--- src/common/mult_pkg.sv ---
package mult_pkg;

  //////////////////////////////////////////////////////////////////////
  // Widths
  //////////////////////////////////////////////////////////////////////

  // One machine word per operand
  localparam int OPERAND_W = 32;
  localparam int PRODUCT_W = 2 * OPERAND_W;

  // Recursion stops at the 4x4 array cell
  localparam int BASE_W = 4;

  // Sideband carried alongside each item
  localparam int TAG_W = 8;

  //////////////////////////////////////////////////////////////////////
  // Vector types
  //////////////////////////////////////////////////////////////////////

  typedef logic [OPERAND_W-1:0] operand_t;
  typedef logic [PRODUCT_W-1:0] product_t;
  typedef logic [TAG_W-1:0]     tag_t;

  //////////////////////////////////////////////////////////////////////
  // Stream payloads
  //////////////////////////////////////////////////////////////////////

  // Request side, two operands and the tag
  typedef struct packed {
    operand_t a;
    operand_t b;
    tag_t     tag;
  } mul_req_t;

  // Response side, full-width product with the tag of its request
  typedef struct packed {
    product_t product;
    tag_t     tag;
  } mul_rsp_t;

endpackage

--- src/hw/cla_adder.sv ---
`timescale 1ns/1ps

module cla_adder
  import mult_pkg::*;
#(
  parameter int W = OPERAND_W
) (
  input  logic [W-1:0] a,
  input  logic [W-1:0] b,
  input  logic         cin,
  output logic [W-1:0] sum,
  output logic         cout
);

  // Per-bit propagate and generate
  logic [W-1:0] p;
  logic [W-1:0] g;

  // Group terms covering bits i down to 0
  logic [W-1:0] grp_g;
  logic [W-1:0] grp_p;

  // Carry into each bit, c[W] is the carry out
  logic [W:0]   c;

  assign p = a ^ b;
  assign g = a & b;

  assign grp_g[0] = g[0];
  assign grp_p[0] = p[0];

  // Prefix of the group generate/propagate terms
  for (genvar i = 1; i < W; i++) begin : g_prefix
    assign grp_g[i] = g[i] | (p[i] & grp_g[i-1]);
    assign grp_p[i] = p[i] & grp_p[i-1];
  end

  assign c[0] = cin;

  // Each carry looks straight back to cin through its group terms
  for (genvar i = 0; i < W; i++) begin : g_carry
    assign c[i+1] = grp_g[i] | (grp_p[i] & cin);
  end

  assign sum  = p ^ c[W-1:0];
  assign cout = c[W];

endmodule

--- src/hw/mult/mul_base4.sv ---
`timescale 1ns/1ps

module mul_base4
  import mult_pkg::*;
(
  input  logic [BASE_W-1:0]   a,
  input  logic [BASE_W-1:0]   b,
  output logic [2*BASE_W-1:0] product
);

  // pp[i][j] = a[i] & b[j], weight i+j
  logic [BASE_W-1:0][BASE_W-1:0] pp;

  // Sum and carry of the twelve full adders
  logic [11:0] fs;
  logic [11:0] fc;

  function automatic logic [1:0] full_add(input logic x, input logic y, input logic z);
    full_add = {(x & y) | (z & (x ^ y)), x ^ y ^ z};
  endfunction

  for (genvar i = 0; i < BASE_W; i++) begin : g_row
    for (genvar j = 0; j < BASE_W; j++) begin : g_col
      assign pp[i][j] = a[i] & b[j];
    end
  end

  //////////////////////////////////////////////////////////////////////
  // Reduction array, column by column
  //////////////////////////////////////////////////////////////////////

  // Weight 1 and 2
  assign {fc[0], fs[0]}   = full_add(pp[1][0], pp[0][1], 1'b0);
  assign {fc[1], fs[1]}   = full_add(pp[2][0], pp[1][1], fc[0]);
  assign {fc[2], fs[2]}   = full_add(fs[1], pp[0][2], 1'b0);

  // Weight 3
  assign {fc[3], fs[3]}   = full_add(fc[1], fc[2], 1'b0);
  assign {fc[4], fs[4]}   = full_add(fs[3], pp[3][0], pp[2][1]);
  assign {fc[5], fs[5]}   = full_add(fs[4], pp[1][2], pp[0][3]);

  // Weight 4
  assign {fc[6], fs[6]}   = full_add(fc[3], fc[4], fc[5]);
  assign {fc[7], fs[7]}   = full_add(pp[3][1], pp[2][2], pp[1][3]);
  assign {fc[8], fs[8]}   = full_add(fs[6], fs[7], 1'b0);

  // Weight 5 and up
  assign {fc[9], fs[9]}   = full_add(fc[8], fc[7], fc[6]);
  assign {fc[10], fs[10]} = full_add(fs[9], pp[3][2], pp[2][3]);
  assign {fc[11], fs[11]} = full_add(fc[9], fc[10], pp[3][3]);

  assign product = {fc[11], fs[11], fs[10], fs[8], fs[5], fs[2], fs[0], pp[0][0]};

endmodule

--- src/hw/mult/mul_split.sv ---
`timescale 1ns/1ps

module mul_split
  import mult_pkg::*;
#(
  parameter int W = OPERAND_W
) (
  input  logic [W-1:0]   a,
  input  logic [W-1:0]   b,
  output logic [2*W-1:0] product
);

  // Quadrant products, each W bits
  logic [W-1:0]   q_ll;
  logic [W-1:0]   q_lh;
  logic [W-1:0]   q_hl;
  logic [W-1:0]   q_hh;

  // Cross term sum and the carries out of the middle section
  logic [W-1:0]   cross_sum;
  logic           cross_c;
  logic           mid_c;

  // The two carries folded into a small value for the top quarter
  logic [1:0]     fold;
  logic [W/2-1:0] fold_ext;

  //////////////////////////////////////////////////////////////////////
  // Four half-width products
  //////////////////////////////////////////////////////////////////////

  if (W / 2 == BASE_W) begin : g_leaf
    mul_base4 u_ll (
      .a       (a[W/2-1:0]),
      .b       (b[W/2-1:0]),
      .product (q_ll)
    );
    mul_base4 u_lh (
      .a       (a[W/2-1:0]),
      .b       (b[W-1:W/2]),
      .product (q_lh)
    );
    mul_base4 u_hl (
      .a       (a[W-1:W/2]),
      .b       (b[W/2-1:0]),
      .product (q_hl)
    );
    mul_base4 u_hh (
      .a       (a[W-1:W/2]),
      .b       (b[W-1:W/2]),
      .product (q_hh)
    );
  end else begin : g_node
    mul_split #(.W(W / 2)) u_ll (
      .a       (a[W/2-1:0]),
      .b       (b[W/2-1:0]),
      .product (q_ll)
    );
    mul_split #(.W(W / 2)) u_lh (
      .a       (a[W/2-1:0]),
      .b       (b[W-1:W/2]),
      .product (q_lh)
    );
    mul_split #(.W(W / 2)) u_hl (
      .a       (a[W-1:W/2]),
      .b       (b[W/2-1:0]),
      .product (q_hl)
    );
    mul_split #(.W(W / 2)) u_hh (
      .a       (a[W-1:W/2]),
      .b       (b[W-1:W/2]),
      .product (q_hh)
    );
  end

  //////////////////////////////////////////////////////////////////////
  // Combine
  //////////////////////////////////////////////////////////////////////

  // Lowest quarter comes straight from low-low
  assign product[W/2-1:0] = q_ll[W/2-1:0];

  cla_adder #(.W(W)) u_add_cross (
    .a    (q_hl),
    .b    (q_lh),
    .cin  (1'b0),
    .sum  (cross_sum),
    .cout (cross_c)
  );

  // Middle half: cross terms plus upper low-low and lower high-high
  cla_adder #(.W(W)) u_add_mid (
    .a    (cross_sum),
    .b    ({q_hh[W/2-1:0], q_ll[W-1:W/2]}),
    .cin  (1'b0),
    .sum  (product[W+W/2-1:W/2]),
    .cout (mid_c)
  );

  // Both carries sit at weight W+W/2
  cla_adder #(.W(2)) u_add_fold (
    .a    ({1'b0, cross_c}),
    .b    ({1'b0, mid_c}),
    .cin  (1'b0),
    .sum  (fold),
    .cout ()
  );

  assign fold_ext = {{(W/2-2){1'b0}}, fold};

  // Top quarter cannot overflow, so the carry out stays open
  cla_adder #(.W(W / 2)) u_add_high (
    .a    (q_hh[W-1:W/2]),
    .b    (fold_ext),
    .cin  (1'b0),
    .sum  (product[2*W-1:W+W/2]),
    .cout ()
  );

endmodule

--- src/hw/mult/mul_pipeline.sv ---
`timescale 1ns/1ps

module mul_pipeline
  import mult_pkg::*;
(
  input  logic     clk,
  input  logic     rst_n,

  // Request stream
  input  logic     in_valid,
  output logic     in_ready,
  input  mul_req_t in_req,

  // Response stream
  output logic     out_valid,
  input  logic     out_ready,
  output mul_rsp_t out_rsp,

  // Multiplier core, operands out and product back
  output mul_req_t s1_req,
  input  product_t s1_product
);

  logic     s1_valid;
  logic     s2_valid;
  mul_rsp_t s2_rsp;

  // Single enable for both stages
  logic     advance;

  //////////////////////////////////////////////////////////////////////
  // Stall control
  //////////////////////////////////////////////////////////////////////

  // Move on when the output slot is free or being drained
  assign advance  = !s2_valid || out_ready;
  assign in_ready = advance;

  always_ff @(posedge clk or negedge rst_n) begin
    if (!rst_n) begin
      s1_valid <= 1'b0;
      s2_valid <= 1'b0;
    end else if (advance) begin
      s1_valid <= in_valid;
      s2_valid <= s1_valid;
    end
  end

  //////////////////////////////////////////////////////////////////////
  // Payload registers
  //////////////////////////////////////////////////////////////////////

  always_ff @(posedge clk) begin
    if (advance) begin
      s1_req         <= in_req;
      // Product from the core joins the tag of the same item
      s2_rsp.product <= s1_product;
      s2_rsp.tag     <= s1_req.tag;
    end
  end

  assign out_valid = s2_valid;
  assign out_rsp   = s2_rsp;

endmodule

--- src/hw/mul_unit.sv ---
`timescale 1ns/1ps

module mul_unit
  import mult_pkg::*;
(
  input  logic     clk,
  input  logic     rst_n,

  input  logic     in_valid,
  output logic     in_ready,
  input  mul_req_t in_req,

  output logic     out_valid,
  input  logic     out_ready,
  output mul_rsp_t out_rsp
);

  // Stage 1 operands and the combinational product
  mul_req_t s1_req;
  product_t s1_product;

  mul_pipeline u_mul_pipeline (
    .clk        (clk),
    .rst_n      (rst_n),
    .in_valid   (in_valid),
    .in_ready   (in_ready),
    .in_req     (in_req),
    .out_valid  (out_valid),
    .out_ready  (out_ready),
    .out_rsp    (out_rsp),
    .s1_req     (s1_req),
    .s1_product (s1_product)
  );

  // Full-width core, recursion down to the 4x4 cells
  mul_split #(.W(OPERAND_W)) u_mul_split (
    .a       (s1_req.a),
    .b       (s1_req.b),
    .product (s1_product)
  );

endmodule

--- config.mk ---
export PLATFORM = sky130hd
export DESIGN_NAME = mul_unit
export DESIGN_NICKNAME = d
export VERILOG_FILES = /design/src/common/mult_pkg.sv /design/src/hw/cla_adder.sv /design/src/hw/mult/mul_base4.sv /design/src/hw/mult/mul_split.sv /design/src/hw/mult/mul_pipeline.sv /design/src/hw/mul_unit.sv
export SDC_FILE = /design/constraint.sdc
export NUM_CORES = 2
export LEC_CHECK = 0
export BUFFER_PORTS_ARGS = -buffer_cell sky130_fd_sc_hd__buf_2
export CORE_ASPECT_RATIO = 1.2
export CORE_MARGIN = 2
export CORE_UTILIZATION = 36
export CTS_CLUSTER_DIAMETER = 80
export CTS_CLUSTER_SIZE = 24
export DETAILED_ROUTE_END_ITERATION = 8
export PLACE_DENSITY_LB_ADDON = 0.1
export SLEW_MARGIN = 10
export SYNTH_ARGS = -nofsm -noshare
export SYNTH_HDL_FRONTEND = slang
export SYNTH_SLANG_ARGS = --single-unit
--- constraint.sdc ---
create_clock -name clk -period 30.9 [get_ports clk]
set_clock_uncertainty 0.05 [all_clocks]
set_input_delay 4.635 -clock clk [delete_from_list [all_inputs] [get_ports clk]]
set_output_delay 4.635 -clock clk [all_outputs]
set_load 0.1 [all_outputs]
# --- Word level (Yosys, flattened, before mapping) ---
# Cells that the tools add are included.
word_totals:
  ff_bits: 146
  input_bits: 76
  output_inout_bits: 74
classes:
  bitwise_logic: 5300
  n_reduce_logical: 2
op_table:
  columns: ["op", "count"]
  rows:
  - ["AND 1 bit", 2801]
  - ["bitwise XOR 1 bit", 1301]
  - ["bitwise OR 1 bit", 988]
  - ["bitwise XOR 8 bit", 68]
  - ["bitwise XOR 16 bit", 17]
  - ["AND 8 bit", 32]
  - ["AND 16 bit", 8]
  - ["bitwise XOR 32 bit", 4]
  - ["AND 32 bit", 2]
  - ["bitwise XOR 4 x 2 -> 4 bit", 16]
  - ["bitwise XOR 4 bit", 16]
  - ["AND 3 x 2 -> 3 bit", 16]
  - ["bitwise XOR 2 bit", 17]
  - ["bitwise XOR 8 x 2 -> 8 bit", 4]
  - ["AND 7 x 2 -> 7 bit", 4]
  - ["bitwise XOR 16 x 2 -> 16 bit", 1]
  - ["AND 15 x 2 -> 15 bit", 1]
  - ["bitwise XOR 1 x 2 -> 2 bit", 4]
  - ["zero test 1 bit", 1]
  - ["logical OR 1 bit", 1]

# --- Longest topological paths before layout ---
depth:
  ltp_word: 291
  depth_mapped: 96

# --- Modules after synthesis ---
# Synthesis repeated with hierarchy kept, for this count alone.
unflattened:
  cells_unflattened: 5620
  hier_area_um2: 51384.3
modules_own_cells:
  columns: ["module", "instances", "cells_per_inst", "area_each_um2", "seq_area_each_um2"]
  rows:
  - ["mul_base4", 64, 38, 340.3, 0.0]
  - ["cla_adder at u_mul_split.g_node.u_hh.g_node.u_hh.u_add_mid ...", 35, 37, 322.8, 0.0]
  - ["cla_adder at u_mul_split.g_node.u_hh.u_add_cross ...", 9, 91, 721.9, 0.0]
  - ["mul_pipeline", 1, 149, 4410.5, 4374.2]
  - ["cla_adder at u_mul_split.u_add_cross ...", 2, 182, 1446.4, 0.0]
  - ["cla_adder at u_mul_split.g_node.u_hh.g_node.u_hh.u_add_high ...", 16, 17, 147.6, 0.0]
  - ["cla_adder at u_mul_split.g_node.u_hh.g_node.u_hh.u_add_fold ...", 21, 11, 82.6, 0.0]
  - ["cla_adder at u_mul_split.g_node.u_hh.g_node.u_hh.u_add_cross", 1, 37, 329.1, 0.0]
  - ["mul_split", 21, 1, 3.8, 0.0]

# --- Least setup slack after synthesis ---
# Ideal clock, no wire load.
synth_timing:
  path_type: "register -> register"
  startpoint: "register, netlist name u_mul_pipeline.s1_req[41]"
  endpoint: "register u_mul_pipeline.s2_rsp, in the netlist u_mul_pipeline.out_rsp[71] (data pin)"
  arrival_time_ns: 24.486
  path_slack_ns: 6.105
  path_stages_with_launch: 90
  synth_period_minus_slack_ns: 24.795
  path_cell_list: "edfxtp_1 clkbuf_2 and2_1 ha_1 inv_1 fa_1 inv_1 ha_1 ha_1 inv_1 fa_1 inv_1 fa_1 fa_1 ha_1 fa_1 inv_1 fa_1 (+54 left out) inv_1 fa_1 inv_1 ha_1 ha_1 ha_1 ha_1 ha_1 ha_1 ha_1 ha_1 ha_1 ha_1 ha_1 ha_1 ha_1 xor2_1 xnor2_1"
synth_between:
  elab_chain_len: 146
  elab_cells_between_ends: 904
  cone_classes: "904 x bitwise"
synth_lines:
  columns: ["item", "line_no", "rtl"]
  rows:
  - ["AND 1 bit", "mul_base4.sv:24", "assign pp[i][j] = a[i] & b[j];"]
  - ["AND 1 bit / bitwise XOR 1 bit (equally long branches) (2 in a row)", "mul_base4.sv:19", "full_add = {(x & y) | (z & (x ^ y)), x ^ y ^ z};"]
  - ["bitwise OR 1 bit / AND 1 bit (equally long branches)", "mul_base4.sv:19", null]
  - ["bitwise XOR 1 bit (4 in a row)", "mul_base4.sv:19", null]
  - ["AND 1 bit", "mul_base4.sv:19", null]
  - ["bitwise OR 1 bit", "mul_base4.sv:19", null]
  - ["bitwise XOR 1 bit", "mul_base4.sv:19", null]
  - ["AND 1 bit", "mul_base4.sv:19", null]
  - ["(+127 left out)", null, null]
  - ["AND 1 bit (*)", "cla_adder.sv:34", "assign grp_g[i] = g[i] | (p[i] & grp_g[i-1]);"]
  - ["bitwise OR 1 bit (*)", "cla_adder.sv:34", null]
  - ["AND 1 bit (*)", "cla_adder.sv:34", null]
  - ["bitwise OR 1 bit (*)", "cla_adder.sv:34", null]
  - ["AND 1 bit (*)", "cla_adder.sv:34", null]
  - ["bitwise OR 1 bit (*)", "cla_adder.sv:34", null]
  - ["bitwise XOR 16 bit (*)", "cla_adder.sv:45", "assign sum = p ^ c[W-1:0];"]
  - ["via s1_product[63]", "mul_unit.sv:20", "product_t s1_product;"]
  - ["end: declaration", "mul_pipeline.sv:26", "mul_rsp_t s2_rsp;"]
# Mark *: on every way through the listed nets, which the timed path passes. The rest lies on a longest branch.
# A chain may end at the register's enable or synchronous reset.

# --- Worst setup path in the final report ---
layout_timing:
  startpoint: "register, netlist name u_mul_pipeline.s1_req[9]"
  endpoint: "register u_mul_pipeline.s2_rsp, in the netlist u_mul_pipeline.out_rsp[71] (data pin)"
layout_between:
  elab_chain_len: 146
  elab_cells_between_ends: 920
  cone_classes: "920 x bitwise"
layout_lines:
  columns: ["item", "line_no"]
  rows:
  - ["AND 1 bit", "mul_base4.sv:24"]
  - ["AND 1 bit / bitwise XOR 1 bit (equally long branches) (2 in a row)", "mul_base4.sv:19"]
  - ["bitwise OR 1 bit / AND 1 bit (equally long branches)", "mul_base4.sv:19"]
  - ["bitwise XOR 1 bit (4 in a row)", "mul_base4.sv:19"]
  - ["AND 1 bit", "mul_base4.sv:19"]
  - ["bitwise OR 1 bit", "mul_base4.sv:19"]
  - ["bitwise XOR 1 bit", "mul_base4.sv:19"]
  - ["AND 1 bit", "mul_base4.sv:19"]
  - ["(+127 left out)", null]
  - ["AND 1 bit (*)", "cla_adder.sv:34"]
  - ["bitwise OR 1 bit (*)", "cla_adder.sv:34"]
  - ["AND 1 bit (*)", "cla_adder.sv:34"]
  - ["bitwise OR 1 bit (*)", "cla_adder.sv:34"]
  - ["AND 1 bit (*)", "cla_adder.sv:34"]
  - ["bitwise OR 1 bit (*)", "cla_adder.sv:34"]
  - ["bitwise XOR 16 bit (*)", "cla_adder.sv:45"]
  - ["via s1_product[63]", "mul_unit.sv:20"]
# Marked as above.

==> out/qor.csv <==
stage;metric;value;unit
status;outcome;finished clean;
clocking;cts_tree;done;
global_routing;track_usage;0.203;
placement;dp_hpwl;79600;µm
die;dieArea;0.109;mm²
setup_path;slowest_stage;fa_1;
sta;setup_violations;0;
sta;period_share;0.843;
die;rows;131;
drt;first_pass_iters;5;
clocking;cts-buffers-inserted;17;
die;coreArea;0.106;mm²
sta;timing.final.ws_setup;4.85;ns
setup_path;reg2reg_to;u_mul_pipeline.out_rsp[71];
synthesis;yosysWarnings;0;
synthesis;synth_area;0.0384;mm²
finish;final_area;0.0410;mm²
worst_hold_path;hp-start;u_mul_pipeline.s1_req[7];
clocking;cts-htree-levels;4;
global_routing;grt_pass1_vias;26900;
setup_path;rr_startpoint;u_mul_pipeline.s1_req[9];
die;initial_core_util;0.362;
synthesis;yosys.area.top_type;fa_1;
synthesis;synth-edff-count;144;
sta;report.final.slew_viol_count;0;
synthesis;yosysMostFrequentCell;inv_1;
worst_hold_path;hold_class;flip-flop to flip-flop;
clocking;cts_hold_buf;0;
sta;hold_viol_final;0;
die;fp.dieH;362;µm
drt;initialDrtViolationCount;844;
synthesis;synth_seq_area_share;0.114;
clocking;postCtsResizedCells;0;
global_routing;grt_max_degree;59;
finish;nets;5165;
sta;max_freq;0.0384;GHz
synthesis;synth_ff_type;edfxtp_1;
clocking;clk_latency;0.56;ns
clocking;numClockSinks;146;
die;die_w;302;µm
synthesis;syn_nets;5117;
sta;slew_headroom;0.434;
setup_path;start_kind;flip-flop;
setup_path;reg2reg_depth;89;
clocking;clk_pin_slew;0.07;ns
placement;gp_congestion;0.781;
finish;fillers;10600;
clocking;root_buffer;clkbuf_16;
worst_hold_path;hold_path_end;u_mul_pipeline.out_rsp[7];
synthesis;synthArstFlopShare;0.0137;
finish;area_growth;6.88;%
setup_path;critPathCaptureType;flip-flop;
sta;fin_crit;26.05;ns
setup_path;cp_max_fo;32;
synthesis;ys_seq_elements;146;
clocking;clock_path_buffers;2;
synthesis;synth_area_leaders;fa_1, ha_1, edfxtp_1;
setup_path;crit_type;flip-flop to flip-flop;
synthesis;syn_inst;3713;
flow_run;drv_cap;0;
sta;finalSetupTns;0;ns
synthesis;synth_cell_types;15;
drt;drc;0;
drt;dr_total_vias;23400;
sta;hold_ws;0.370;ns
drt;drt-total-wl;102000;µm
synthesis;yosysTopAreaCellShare;0.490;
clocking;post_cts.repair.setup_buffers;0;
synthesis;postSynthAreaPerCell;10.3;µm²
global_routing;grt_antenna_before_repair;4;
finish;drive_above_1_share;0.0676;
drt;wl_per_cell;19.7;µm
placement;dpl-instance-area;0.0404;mm²
drt;viasPerCell;4.52;
global_routing;grt_pass1_wl;162000;µm
placement;port-buffer-count;149;
synthesis;synth_common_cells;inv_1, fa_1, and2_1;
setup_path;rrSetupSlack;4.85;ns
sta;tightest_slew;0.849;ns
drt;ant_nets;0;
worst_hold_path;hold_depth;0;
setup_path;required;31.15;ns
setup_path;cp.arrival;26.30;ns
setup_path;cp_common_cell;fa_1;
placement;pre_cts_slack;4.61;ns
global_routing;grt.overflow.total;0;
sta;grt_setup_unrepaired;no;
setup_path;crit_path_max_incr_delay;0.53;ns
die;io_pins;150;
[routing by layer]
layer / track usage / vias up / wire (µm)
met5: 0 / - / 13
li1: - / 10600 / -
met3: 0.0295 / 76 / 3030
met4: 0.0613 / 2 / 2810
met2: 0.363 / 268 / 53500
met1: 0.250 / 12400 / 42400
[worst max-delay path: cells and delay by family (launching register included)]
kind / cells / cell delay [ns]
flops: 1 / 0.33
buf+inv: 15 / 1.11
xor+xnor: 2 / 0.27
simple gates: 1 / 0.18
fa+ha+maj: 71 / 23.84
[metrics by stage]
stage,util,instances
finish,0.387,5172
CTS,0.387,5170
global placement,0.381,5138
global route,0.387,5170
detailed placement,0.381,5138
floorplan,-,3713
[worst max-delay path by stage]
stage / start / endpoint / slack, ns / depth (start not counted)
5_1_grt: u_mul_pipeline.s1_req[40] / u_mul_pipeline.out_rsp[71] / 3.76 / 89
4_1_cts: u_mul_pipeline.s1_req[40] / u_mul_pipeline.out_rsp[71] / 4.67 / 89
3_5_place_dp: u_mul_pipeline.s1_req[40] / u_mul_pipeline.out_rsp[71] / 4.61 / 89
3_3_place_gp: u_mul_pipeline.s1_req[40] / u_mul_pipeline.out_rsp[71] / 4.79 / 89
6_report: u_mul_pipeline.s1_req[9] / u_mul_pipeline.out_rsp[71] / 4.85 / 89
2_1_floorplan: u_mul_pipeline.s1_req[41] / u_mul_pipeline.out_rsp[71] / 6.10 / 89
[cell usage in the layout (no fill, tap or decap), drive strengths merged]
cell type / n
and2: 611
buf: 221
bufinv: 2
clkbuf: 17
clkinv: 4
dfrtp: 2
diode: 2
edfxtp: 144
fa: 939
ha: 389
inv: 1008
mux2: 1
nand2: 413
nand2b: 1
or2b: 1
xnor2: 14
xor2: 7
[state kept, by name, summed over array words and instances (netlist names)]
name	flops
u_mul_pipeline.out_valid	1
u_mul_pipeline.out_rsp	72
u_mul_pipeline.s1_req	72
u_mul_pipeline.s1_valid	1
[area by class of cell]
class	instances	area [µm²]	area share
timing repair buffer	221	1290	0.0313
tap	1396	1750	0.0426
inverter	999	3750	0.0914
antenna	2	5.00	0.000122
multi-input combinational	2376	29300	0.713
clock inverter	15	190	0.00463
clock buffer	17	425	0.0104
sequential	146	4370	0.107
[cells by family (layout without fill, tap and decap cells)]
| group | count (synthesis) | count (layout) | synth area share |
|---|---|---|---|
| buf+inv | 1191 | 1252 | 0.124 |
| mux | 1 | 1 | 0.000391 |
| flops | 146 | 146 | 0.114 |
| fa+ha+maj | 1328 | 1328 | 0.616 |
| xor+xnor | 21 | 21 | 0.00479 |
| other cells | 0 | 2 | 0 |
| simple gates | 1026 | 1026 | 0.140 |
Power is not shown: default switching activity piles up to over one toggle a cycle in this logic, so the estimate is an artifact.
